### config.mk
export PLATFORM = sky130hd
export DESIGN_NAME = pass_error_pre
export DESIGN_NICKNAME = d
export VERILOG_FILES = /design/src/rtl/nmsedec_pkg.sv /design/src/rtl/pass_ctrl_pkg.sv /design/src/rtl/delay_line.sv /design/src/rtl/sample_capture.sv /design/src/rtl/pass_ctrl.sv /design/src/rtl/distortion_accum.sv /design/src/rtl/pass_error_pre.sv
export VERILOG_INCLUDE_DIRS = /design/src /design/src/rtl
export SDC_FILE = /design/constraint.sdc
export NUM_CORES = 1
export LEC_CHECK = 0
export BUFFER_PORTS_ARGS = -buffer_cell sky130_fd_sc_hd__buf_4
export CAP_MARGIN = 20
export CORE_MARGIN = 5
export CORE_UTILIZATION = 45
export DETAILED_ROUTE_END_ITERATION = 10
export GPL_ROUTABILITY_DRIVEN = 1
export GPL_TIMING_DRIVEN = 0
export PLACE_DENSITY = 0.66
export SYNTH_ARGS = -nofsm -noshare
export SYNTH_HDL_FRONTEND = slang
export SYNTH_SLANG_ARGS = --single-unit
### constraint.sdc
create_clock -name clk_pass_pre -period 9.02 [get_ports clk_pass_pre]
set_input_delay 2.706 -clock clk_pass_pre [delete_from_list [all_inputs] [get_ports clk_pass_pre]]
set_output_delay 2.706 -clock clk_pass_pre [all_outputs]
set_load 0.01 [all_outputs]
### src/rtl/nmsedec_cfg.svh
`ifndef NMSEDEC_CFG_SVH
`define NMSEDEC_CFG_SVH

// Lane group shape
`define NMSEDEC_LANES 4
`define NMSEDEC_W 17

// Per-pass sum width, headroom for long code blocks
`define ACC_W 26

// Control delays, counted in unstalled edges
`define START_DELAY 4
`define STOP_DELAY 3

// Result window length in cycles
`define OUT_VLD_CYCLES 4

`endif

### src/rtl/nmsedec_pkg.sv
`include "nmsedec_cfg.svh"

package nmsedec_pkg;

  // One-hot pass code
  typedef logic [2:0] pass_code_t;

  localparam pass_code_t code_sp = 3'b001;
  localparam pass_code_t code_mrp = 3'b010;
  localparam pass_code_t code_cp = 3'b100;

  typedef struct packed {
    logic signed [`NMSEDEC_W-1:0] sample;
    pass_code_t                   code;
    logic                         add_vld;
  } lane_t;

  typedef lane_t [`NMSEDEC_LANES-1:0] lane_group_t;

  typedef logic [$clog2(`NMSEDEC_LANES)-1:0] lane_sel_t;

  typedef logic signed [`ACC_W-1:0] acc_t;

  // Significance, refinement and cleanup sums
  typedef struct packed {
    acc_t sp;
    acc_t mrp;
    acc_t cp;
  } pass_sums_t;

endpackage

### src/rtl/pass_ctrl_pkg.sv
package pass_ctrl_pkg;

  // Encoding 2'b11 is unused
  typedef enum logic [1:0] {
    pass_idle = 2'b00,
    pass_cal  = 2'b01,
    pass_wait = 2'b10
  } pass_state_t;

  // Latched on cal entry
  typedef struct packed {
    logic [3:0] mul_factor;
    logic [3:0] count_bp;
  } pass_factors_t;

endpackage

### src/rtl/delay_line.sv
`timescale 1ns/1ps

module delay_line #(
  parameter type payload_t = logic,
  parameter int  DEPTH     = 1
) (
  input  logic     clk_pass_pre,
  input  logic     rst,
  input  logic     stall,
  input  payload_t d,
  output payload_t q
);

  payload_t stage [DEPTH];

  // Whole line holds while stalled
  always_ff @(posedge clk_pass_pre or negedge rst) begin
    if (!rst) begin
      for (int i = 0; i < DEPTH; i++) begin
        stage[i] <= '0;
      end
    end else if (!stall) begin
      stage[0] <= d;
      for (int i = 1; i < DEPTH; i++) begin
        stage[i] <= stage[i-1];
      end
    end
  end

  assign q = stage[DEPTH-1];

endmodule

### src/rtl/sample_capture.sv
`timescale 1ns/1ps
`include "nmsedec_cfg.svh"

module sample_capture (
  input  logic                     clk_pass_pre,
  input  logic                     rst,
  input  logic                     stall,
  input  logic                     flush_clr,
  input  nmsedec_pkg::lane_group_t lanes,
  output nmsedec_pkg::lane_group_t group
);

  always_ff @(posedge clk_pass_pre or negedge rst) begin
    if (!rst) begin
      group <= '0;
    end else begin
      for (int i = 0; i < `NMSEDEC_LANES; i++) begin
        if (!stall) begin
          group[i].sample <= lanes[i].sample;
        end
        // Flush wins over a new load, even when stalled
        if (flush_clr) begin
          group[i].code <= '0;
          group[i].add_vld <= 1'b0;
        end else if (!stall) begin
          group[i].code <= lanes[i].code;
          group[i].add_vld <= lanes[i].add_vld;
        end
      end
    end
  end

endmodule

### src/rtl/pass_ctrl.sv
`timescale 1ns/1ps
`include "nmsedec_cfg.svh"

module pass_ctrl (
  input  logic                         clk_pass_pre,
  input  logic                         rst,
  input  logic                         stall,
  input  logic                         start_dly,
  input  logic                         stop_dly,
  input  pass_ctrl_pkg::pass_factors_t factors_in,
  output logic                         acc_en,
  output nmsedec_pkg::lane_sel_t       lane_sel,
  output logic                         flush_clr,
  output logic                         cal_out_vld,
  output pass_ctrl_pkg::pass_factors_t factors
);
  import pass_ctrl_pkg::*;

  localparam int WIN_W = $clog2(`OUT_VLD_CYCLES);

  pass_state_t      state;
  pass_state_t      state_n;
  logic             was_cal;
  logic             win_start;
  logic             win_busy;
  logic [WIN_W-1:0] win_cnt;

  // First cycle in wait after cal
  assign win_start = (state == pass_wait) && was_cal;
  assign win_busy = win_start || cal_out_vld;

  always_comb begin
    state_n = state;
    case (state)
      pass_idle: begin
        if (start_dly) begin
          state_n = pass_cal;
        end
      end
      pass_cal: begin
        if (stop_dly) begin
          state_n = pass_wait;
        end
      end
      pass_wait: begin
        // Hold wait until the window is out
        if (!stop_dly && !win_busy) begin
          state_n = pass_cal;
        end
      end
      default: begin
        state_n = pass_idle;
      end
    endcase
  end

  always_ff @(posedge clk_pass_pre or negedge rst) begin
    if (!rst) begin
      state <= pass_idle;
      was_cal <= 1'b0;
      factors <= '0;
      lane_sel <= '0;
    end else begin
      state <= state_n;
      was_cal <= (state == pass_cal);
      if ((state == pass_cal) && !was_cal) begin
        factors <= factors_in;
      end
      if (acc_en) begin
        lane_sel <= lane_sel + 1'b1;
      end
    end
  end

  assign acc_en = (state == pass_cal) && !stall;

  always_ff @(posedge clk_pass_pre or negedge rst) begin
    if (!rst) begin
      cal_out_vld <= 1'b0;
      win_cnt <= '0;
    end else if (win_start) begin
      cal_out_vld <= 1'b1;
      win_cnt <= '0;
    end else if (flush_clr) begin
      cal_out_vld <= 1'b0;
    end else if (cal_out_vld) begin
      win_cnt <= win_cnt + 1'b1;
    end
  end

  // Last window cycle, clears take effect on the closing edge
  assign flush_clr = cal_out_vld && (win_cnt == WIN_W'(`OUT_VLD_CYCLES - 1));

  a_state_legal: assert property (
    @(posedge clk_pass_pre) disable iff (!rst)
    state inside {pass_idle, pass_cal, pass_wait}
  );

  a_vld_in_wait: assert property (
    @(posedge clk_pass_pre) disable iff (!rst)
    cal_out_vld |-> (state == pass_wait)
  );

endmodule

### src/rtl/distortion_accum.sv
`timescale 1ns/1ps

module distortion_accum (
  input  logic                     clk_pass_pre,
  input  logic                     rst,
  input  logic                     acc_en,
  input  logic                     clear,
  input  logic                     flush_clr,
  input  nmsedec_pkg::lane_group_t group,
  input  nmsedec_pkg::lane_sel_t   lane_sel,
  output nmsedec_pkg::pass_sums_t  sums
);
  import nmsedec_pkg::*;

  lane_t cur;
  acc_t  ext;

  assign cur = group[lane_sel];

  // Signed source, so the cast sign-extends
  assign ext = acc_t'(cur.sample);

  always_ff @(posedge clk_pass_pre or negedge rst) begin
    if (!rst) begin
      sums <= '0;
    end else if (clear || flush_clr) begin
      sums <= '0;
    end else if (acc_en) begin
      case (cur.code)
        code_sp: begin
          if (cur.add_vld) begin
            sums.sp <= sums.sp + ext;
          end
        end
        // Refinement adds whatever add_vld says
        code_mrp: begin
          sums.mrp <= sums.mrp + ext;
        end
        code_cp: begin
          if (cur.add_vld) begin
            sums.cp <= sums.cp + ext;
          end
        end
        default: begin
          sums <= sums;
        end
      endcase
    end
  end

endmodule

### src/rtl/pass_error_pre.sv
`timescale 1ns/1ps
`include "nmsedec_cfg.svh"

module pass_error_pre (
  input  logic                         clk_pass_pre,
  input  logic                         rst,
  input  nmsedec_pkg::lane_group_t     lanes,
  input  logic                         start,
  input  logic                         stop,
  input  logic                         stall,
  input  logic                         clear,
  input  pass_ctrl_pkg::pass_factors_t factors_in,
  output nmsedec_pkg::pass_sums_t      sums,
  output pass_ctrl_pkg::pass_factors_t factors,
  output logic                         cal_out_vld
);
  import nmsedec_pkg::*;

  logic        start_dly;
  logic        stop_dly;
  logic        acc_en;
  logic        flush_clr;
  lane_group_t group;
  lane_sel_t   lane_sel;

  sample_capture sample_capture_inst (
    .clk_pass_pre (clk_pass_pre),
    .rst          (rst),
    .stall        (stall),
    .flush_clr    (flush_clr),
    .lanes        (lanes),
    .group        (group)
  );

  delay_line #(
    .payload_t (logic),
    .DEPTH     (`START_DELAY)
  ) start_delay_inst (
    .clk_pass_pre (clk_pass_pre),
    .rst          (rst),
    .stall        (stall),
    .d            (start),
    .q            (start_dly)
  );

  delay_line #(
    .payload_t (logic),
    .DEPTH     (`STOP_DELAY)
  ) stop_delay_inst (
    .clk_pass_pre (clk_pass_pre),
    .rst          (rst),
    .stall        (stall),
    .d            (stop),
    .q            (stop_dly)
  );

  pass_ctrl pass_ctrl_inst (
    .clk_pass_pre (clk_pass_pre),
    .rst          (rst),
    .stall        (stall),
    .start_dly    (start_dly),
    .stop_dly     (stop_dly),
    .factors_in   (factors_in),
    .acc_en       (acc_en),
    .lane_sel     (lane_sel),
    .flush_clr    (flush_clr),
    .cal_out_vld  (cal_out_vld),
    .factors      (factors)
  );

  distortion_accum distortion_accum_inst (
    .clk_pass_pre (clk_pass_pre),
    .rst          (rst),
    .acc_en       (acc_en),
    .clear        (clear),
    .flush_clr    (flush_clr),
    .group        (group),
    .lane_sel     (lane_sel),
    .sums         (sums)
  );

endmodule

==> results of run 1 <==
-- worst register-to-register path: stages (launching register included) --
cell and delay [ns]:
sky130_fd_sc_hd__dfrtp_1 0.34, sky130_fd_sc_hd__buf_6 0.13, sky130_fd_sc_hd__buf_2 0.34, sky130_fd_sc_hd__buf_1 0.69
sky130_fd_sc_hd__mux4_2 0.74, sky130_fd_sc_hd__ha_1 0.39, sky130_fd_sc_hd__and3_4 0.21, sky130_fd_sc_hd__a21o_1 0.18
sky130_fd_sc_hd__a211oi_2 0.27, sky130_fd_sc_hd__a21boi_2 0.13, sky130_fd_sc_hd__a221o_1 0.34, sky130_fd_sc_hd__a21o_1 0.21
sky130_fd_sc_hd__a221o_1 0.35, sky130_fd_sc_hd__mux2i_1 0.16, sky130_fd_sc_hd__nand2_1 0.07
-- through the flow --
stage                     setup WS [ns]  total power, W  area, sq um
after floorplan                    4.95         0.00214        11500
after global placement             3.95         0.00259        13300
after detailed placement           4.31         0.00261        13300
after CTS                          4.27         0.00340        13900
after global routing               4.03         0.00361        13900
final                              4.36         0.00338        13900
-- layout make-up --
cell class                 count  area share
clock buffer                  17      0.0306
buffer                        55      0.0167
inverter                      20     0.00539
sequential                   185       0.333
clock inverter                15      0.0138
tap                          330      0.0297
timing repair buffer         185       0.102
multi-input combinational    887       0.469
-- registers in the layout, indices dropped and copies added (netlist names) --
name,count
pass_ctrl_inst.lane_sel,2
pass_ctrl_inst.was_cal,1
start_delay_inst.stage,3
pass_ctrl_inst.state,2
start_delay_inst.q,1
pass_ctrl_inst.cal_out_vld,1
stop_delay_inst.q,1
sample_capture_inst.group,84
pass_ctrl_inst.factors,8
stop_delay_inst.stage,2
pass_ctrl_inst.win_cnt,2
distortion_accum_inst.sums,78
-- layer usage --
layer	vias up	GRT usage
met5	-	0
met4	0	0.0770
met3	49	0.0445
met2	254	0.357
met1	4618	0.313
li1	4579	-
-- logic make-up (layout without fill, tap and decap cells) --
| group | count (synthesis) | in the layout |
|---|---|---|
| multiplexers | 135 | 135 |
| flip-flops | 185 | 185 |
| AO/OA/AOI/OAI | 283 | 283 |
| AND/OR/NAND/NOR | 331 | 331 |
| adder cells (fa/ha/maj) | 79 | 79 |
| XOR/XNOR | 59 | 59 |
| buffers and inverters | 75 | 292 |
-- layout by cell type, fill, tap and decap left out, types with 14 or more instances in the layout --
cell type                     n
sky130_fd_sc_hd__buf_4      187
sky130_fd_sc_hd__dfrtp_1    185
sky130_fd_sc_hd__nor2_1     130
sky130_fd_sc_hd__a21oi_1    106
sky130_fd_sc_hd__mux2_2      83
sky130_fd_sc_hd__nand2_1     82
sky130_fd_sc_hd__ha_1        76
sky130_fd_sc_hd__o21ai_0     58
sky130_fd_sc_hd__clkbuf_1    40
sky130_fd_sc_hd__nand3_1     31
sky130_fd_sc_hd__xnor2_1     31
sky130_fd_sc_hd__mux2i_1     31
sky130_fd_sc_hd__a21o_1      30
sky130_fd_sc_hd__xor2_1      28
sky130_fd_sc_hd__mux4_2      21
sky130_fd_sc_hd__inv_1       20
sky130_fd_sc_hd__clkbuf_16   17
sky130_fd_sc_hd__nor3_1      15
sky130_fd_sc_hd__a211oi_1    14
-- where the power goes --
| group | leakage (nW) | internal (W) | switching, W |
|---|---|---|---|
| Sequential | 2.35 | 0.000939 | 0.0000729 |
| Combinational | 3.94 | 0.000645 | 0.000949 |
| Clock | 0.301 | 0.000381 | 0.000397 |
| Total | 6.59 | 0.00196 | 0.00142 |
-- how the worst max path moves through the flow --
stage	slack (ns)	cells after the start	to
global placement	3.95	1	sample_capture_inst.group[39]
global route	4.03	14	distortion_accum_inst.sums[24]
floorplan	4.95	6	distortion_accum_inst.sums[25]
detailed placement	4.31	14	distortion_accum_inst.sums[24]
finish	4.36	14	distortion_accum_inst.sums[24]
CTS	4.27	14	distortion_accum_inst.sums[24]
==> results.md, run 1 <==
* Status: finished, final reports clean
* Clock latency reported for the late side of the worst-skew pair at 0.45 ns
* Number of cells after detailed placement at 1662
* Number of hold buffers added after cts at 0
* CP max-delay cell: sky130_fd_sc_hd__mux4_2
* Final count of negative-setup-slack endpoints at 0
* GRT Resource Usage Total at 0.226
* Average size of a mapped cell at 10.0 sq um
* Via count of the first global-routing pass at 9461
* Max-cap violation count at 0
* Yosys synthesis warning count at 0
* List of most frequent post-synthesis cells: 185 x sky130_fd_sc_hd__dfrtp_1, 130 x sky130_fd_sc_hd__nor2_1, 106 x sky130_fd_sc_hd__a21oi_1
* Reg clk slew, reported paths at 0.08 ns
* Wire per inst at 19.0 um
* Total overflow reported by the global router at 0
* Total Negative Setup Slacks at 0 ns
* Async SR Flop Fraction at 1.00
* Number of antenna cells inserted at 0
* Die Height at 170 um
* Input/output buffers at 184
* Crit path cell chain: buf_6 -> buf_2 -> buf_1 -> mux4_2 -> ha_1 -> and3_4 -> a21o_1 -> a211oi_2 -> a21boi_2 -> a221o_1 -> a21o_1 -> a221o_1 -> mux2i_1 -> nand2_1
* Post-CTS Resized at 0
* Number of buffers between clock root and the deepest sink at 2
* Post-route fraction of the period consumed by the critical path at 0.517
* Start point of the critical path: pass_ctrl_inst.lane_sel[0]
* Slew of the pin with the lowest slew margin at 0.844 ns
* Period minus WS final at 4.66 ns
* Area taken by multi-input logic gates at 0.00654 sq mm
* Detailed-routing wirelength on met1 at 14500 um
* Launch instance of the worst min-delay path: pass_ctrl_inst.state[1]
* First drt pass iteration count at 5
* Highest metal used: met4
* Peak VDD IR at 0.111 mV
* Critical-path maximum fanout at 10
* Final hold slack at 0.495 ns
* Final core occ at 0.554
* Reg-to-reg critical path endpoint: distortion_accum_inst.sums[24]
* TritonCTS Sinks at 185
* Startpoint type of the worst setup path: register
* Ratio of cells with drive above 1 in the final layout at 0.251
* Mux share of post-synthesis cell area at 0.150
* Global-route wire length before repair at 51500 um
* CTS buffer count at 17
* Setup slack, reg-to-reg at 4.36 ns
* Unrepaired setup endpoints after global routing: no
* Syn Std Cell Area at 0.0115 sq mm
* Synthesis-stage register bit count at 185
* Count of cells along the worst register-to-register path at 14
* Cell taking the most area after synthesis: sky130_fd_sc_hd__dfrtp_1
* Launch instance of the worst register-to-register path: pass_ctrl_inst.lane_sel[0]
* DRC Markers at 0
* Power density of the placed cells at 243 mW/mm^2
* # rows at 58
* Reg area at 0.00463 sq mm
* Core Box Area at 0.0251 sq mm
* CTS tree: built
* Final standard cell count with taps included and fillers excluded at 1694
* Die width at 170 um
* Dominant cell by count in the synthesized netlist: sky130_fd_sc_hd__dfrtp_1
* Drt first-iter violations at 589
* Synthesized net count at 1324
* Cell type group with the largest total delay on the critical path: compound AO/OA/AOI/OAI gates
* Hold Path Stages at 1
* Placed wire-length estimate after detailed placement at 24200 um
* Largest incremental delay on the critical path at 0.74 ns
* Dominant combinational cell family by area after synthesis: compound AO/OA/AOI/OAI gates
* Hold Vio Cnt, Final at 0
* Worst path required time at 9.35 ns
* Setup fix buffers added after clock tree synthesis at 0
* Top FF cell, synth: sky130_fd_sc_hd__dfrtp_1
* Standby leakage power at 6.59 nW
* Sequential area share after synthesis at 0.404
* Xor/xnor share of the synthesized area at 0.0450
* EDFF count, synth at 0
* Synth Area in Simple Gates at 0.133
* Cells taking the most area after synthesis: sky130_fd_sc_hd__dfrtp_1 40%, sky130_fd_sc_hd__ha_1 8.3%, sky130_fd_sc_hd__mux2_2 8.1%, sky130_fd_sc_hd__a21oi_1 4.6%, sky130_fd_sc_hd__nor2_1 4.3%
* Count of buffer and inverter cells on the critical path at 3
* Total Nets Final at 1528
* Number of inserted filler cells in the final layout at 2291
* Adder-cell area share of the yosys netlist at 0.0881
* Clock root cell: sky130_fd_sc_hd__clkbuf_16
* Endpoint with the worst hold slack: pass_ctrl_inst.state[0]
* Number of pins exceeding their max-slew limit in the final report at 0
* Clock H-tree levels at 4
* Synthesized netlist cell count at 1147
* Area fraction of the dominant cell type after synthesis at 0.404
* Arrival time of the worst setup path at 4.99 ns
* Detail Route met2 WL at 14900 um
* Worst setup skew after layout at 0.0152 ns
* Initial antenna violation count at 0
* Via count normalized by instance count at 5.61
* Starting Density at 0.457
* Total Die Area at 0.0288 sq mm
* Type of the worst min-delay path: reg2reg
* Critical path type: reg2reg
* Relative area change from synthesis to final layout at 21.3%
* Normalized max-slew margin at 0.437
* Crit. End Element: register
* Achievable clock frequency at 0.214 GHz
* Total detailed-routing wirelength at 32200 um
* Fraction of the mapped netlist area in compound gates at 0.154
* Met3 routed WL at 1900 um
* Boundary pin count at 185
* Count of antenna-violating nets left after detailed routing at 0
* Largest net degree at the start of global routing at 122
* Cell variety after synth at 66
* Final GP Congestion at 0.930
* Overall via count from detail_route at 9500
Note: power is estimated with default switching activity, not from simulation.
==> run 2, diff against run 1 <==
==> constraint.sdc (replaced) <==
create_clock -name clk_pass_pre -period 4.4 [get_ports clk_pass_pre]
set_input_delay 1.32 -clock clk_pass_pre [delete_from_list [all_inputs] [get_ports clk_pass_pre]]
set_output_delay 1.32 -clock clk_pass_pre [all_outputs]
set_load 0.01 [all_outputs]
==> results.md, run 2 (synthesis results as in run 1) <==
* CTS tree: built
* Cell Area, Placed at 0.0133 sq mm
* Placed wire-length estimate after detailed placement at 24200 um
* Setup slack, reg-to-reg at 0.30 ns
* Final GP Congestion at 0.930
* Count of cells along the worst register-to-register path at 12
* Drt first-iter violations at 631
* Clock H-tree levels at 4
* CTS buffer count at 17
* Max-cap violation count at 0
* Number of buffers between clock root and the deepest sink at 2
* Worst setup skew after layout at 0.0149 ns
* Total Nets Final at 1526
* Number of hold buffers added after cts at 0
* Total overflow reported by the global router at 0
* Critical path type: reg2reg
* Setup fix buffers added after clock tree synthesis at 0
* Critical-path maximum fanout at 13
* Start point of the critical path: pass_ctrl_inst.lane_sel[1]
* Die width at 170 um
* Number of antenna cells inserted at 0
* Launch instance of the worst min-delay path: pass_ctrl_inst.state[1]
* Period minus WS final at 4.10 ns
* Power density of the placed cells at 498 mW/mm^2
* Crit. End Element: register
* Slew of the pin with the lowest slew margin at 0.812 ns
* Number of pins exceeding their max-slew limit in the final report at 0
* Wire per inst at 19.0 um
* Status: finished, final reports clean
* Initial antenna violation count at 0
* Count of antenna-violating nets left after detailed routing at 0
* Worst path required time at 4.70 ns
* Via count normalized by instance count at 5.58
* # rows at 58
* GRT Resource Usage Total at 0.226
* Most frequent standard cell in the layout excluding fill and tap cells: sky130_fd_sc_hd__buf_4
* Standby leakage power at 6.60 nW
* Overall via count from detail_route at 9441
* Final hold slack at 0.493 ns
* DRC Markers at 0
* CP max-delay cell: sky130_fd_sc_hd__dfrtp_1
* Arrival time of the worst setup path at 4.40 ns
* Reg clk slew, reported paths at 0.08 ns
* Starting Density at 0.457
* Achievable clock frequency at 0.244 GHz
* Relative area change from synthesis to final layout at 21.4%
* Top library cells by usage in the layout, fill and taps aside: 188 x sky130_fd_sc_hd__buf_4, 185 x sky130_fd_sc_hd__dfrtp_1, 130 x sky130_fd_sc_hd__nor2_1, 106 x sky130_fd_sc_hd__a21oi_1, 83 x sky130_fd_sc_hd__mux2_2
* Total Die Area at 0.0288 sq mm
* Die Height at 170 um
* Via count of the first global-routing pass at 9461
* Cell type group with the largest total delay on the critical path: compound AO/OA/AOI/OAI gates
* Hold Vio Cnt, Final at 0
* Post-Layout Inst Area at 0.0139 sq mm
* Largest net degree at the start of global routing at 122
* Normalized max-slew margin at 0.456
* Clock root cell: sky130_fd_sc_hd__clkbuf_16
* Launch instance of the worst register-to-register path: pass_ctrl_inst.lane_sel[1]
* Global-route wire length before repair at 51500 um
* Largest incremental delay on the critical path at 0.73 ns
* Boundary pin count at 185
* Core Box Area at 0.0251 sq mm
* Flip-flop count of the largest register after layout at 84
* Clock latency reported for the late side of the worst-skew pair at 0.45 ns
* TritonCTS Sinks at 185
* Input/output buffers at 184
* Levels on crit path at 12
* Registers with the most flip-flops: sample_capture_inst.group (84), distortion_accum_inst.sums (78), pass_ctrl_inst.factors (8)
* Peak VDD IR at 0.228 mV
* Ratio of cells with drive above 1 in the final layout at 0.253
* Largest register by flop count: sample_capture_inst.group
* Final count of negative-setup-slack endpoints at 0
* Unrepaired setup endpoints after global routing: no
* First drt pass iteration count at 5
* Startpoint type of the worst setup path: register
* Post-route fraction of the period consumed by the critical path at 0.932
* Type of the worst min-delay path: reg2reg
* Crit path cell chain: clkbuf_2 -> mux4_2 -> ha_1 -> a21oi_1 -> nand2_1 -> o21ai_0 -> o31ai_1 -> a21oi_1 -> o31ai_1 -> xor2_1 -> mux2i_1 -> nor2_1
* Total detailed-routing wirelength at 32200 um
* Count of buffer and inverter cells on the critical path at 1
* Hold Path Stages at 1
run 2: worst paths after layout:
kind / to
setup / recovery: distortion_accum_inst.sums[76]
hold / removal: pass_ctrl_inst.state[0]
setup reg to reg: distortion_accum_inst.sums[76]
hold reg to reg: pass_ctrl_inst.state[0]
max in group asynchronous: distortion_accum_inst.sums[58]
min in group asynchronous: distortion_accum_inst.sums[49]
run 2: worst register-to-register path, stage by stage, from the launching register on:
cell	delay, ns
sky130_fd_sc_hd__dfrtp_1	0.73
sky130_fd_sc_hd__clkbuf_2	0.42
sky130_fd_sc_hd__mux4_2	0.48
sky130_fd_sc_hd__ha_1	0.40
sky130_fd_sc_hd__a21oi_1	0.20
sky130_fd_sc_hd__nand2_1	0.08
sky130_fd_sc_hd__o21ai_0	0.55
sky130_fd_sc_hd__o31ai_1	0.17
sky130_fd_sc_hd__a21oi_1	0.42
sky130_fd_sc_hd__o31ai_1	0.18
sky130_fd_sc_hd__xor2_1	0.16
sky130_fd_sc_hd__mux2i_1	0.14
sky130_fd_sc_hd__nor2_1	0.05
run 2: metrics by stage:
step,setup slack (ns),cells,TNS [ns],power [W],utilization
3_5_place_dp,-0.314,1662,-1.38,0.00535,0.530
4_1_cts,0.00321,1694,0,0.00696,0.554
2_1_floorplan,0.355,1147,0,0.00438,-
5_1_grt,0.140,1692,0,0.00740,0.555
3_3_place_gp,-0.334,1661,-1.50,0.00530,0.528
6_report,0.300,1692,0,0.00694,0.555
run 2: timing repair:
item	CTS	global route
pin swaps	0	0
hold endpoints to repair	0	0
gates resized for setup	5	5
setup endpoints to repair	16	11
run 2: final cells by class:
class | count | area, sq um
multi-input combinational | 887 | 6550
clock buffer | 17 | 425
inverter | 20 | 75.1
buffer | 53 | 231
sequential | 185 | 4630
fill | 2287 | 11200
clock inverter | 15 | 193
tap | 330 | 413
timing repair buffer | 185 | 1420
run 2: metal layers:
layer | share of wire | global-route usage | routed length (um) | vias to the layer above
li1 | - | - | - | 4573
met1 | 0.45 | 0.313 | 14600 | 4592
met2 | 0.46 | 0.357 | 14900 | 229
met3 | 0.055 | 0.0445 | 1780 | 47
met4 | 0.028 | 0.0770 | 902 | 0
met5 | 0 | 0 | 0 | -
run 2: where the power goes:
part	switching, W	leakage [nW]	internal (W)	total (W)
Combinational	0.00193	3.95	0.00133	0.00325
Clock	0.000819	0.301	0.000781	0.00160
Sequential	0.000166	2.35	0.00192	0.00209
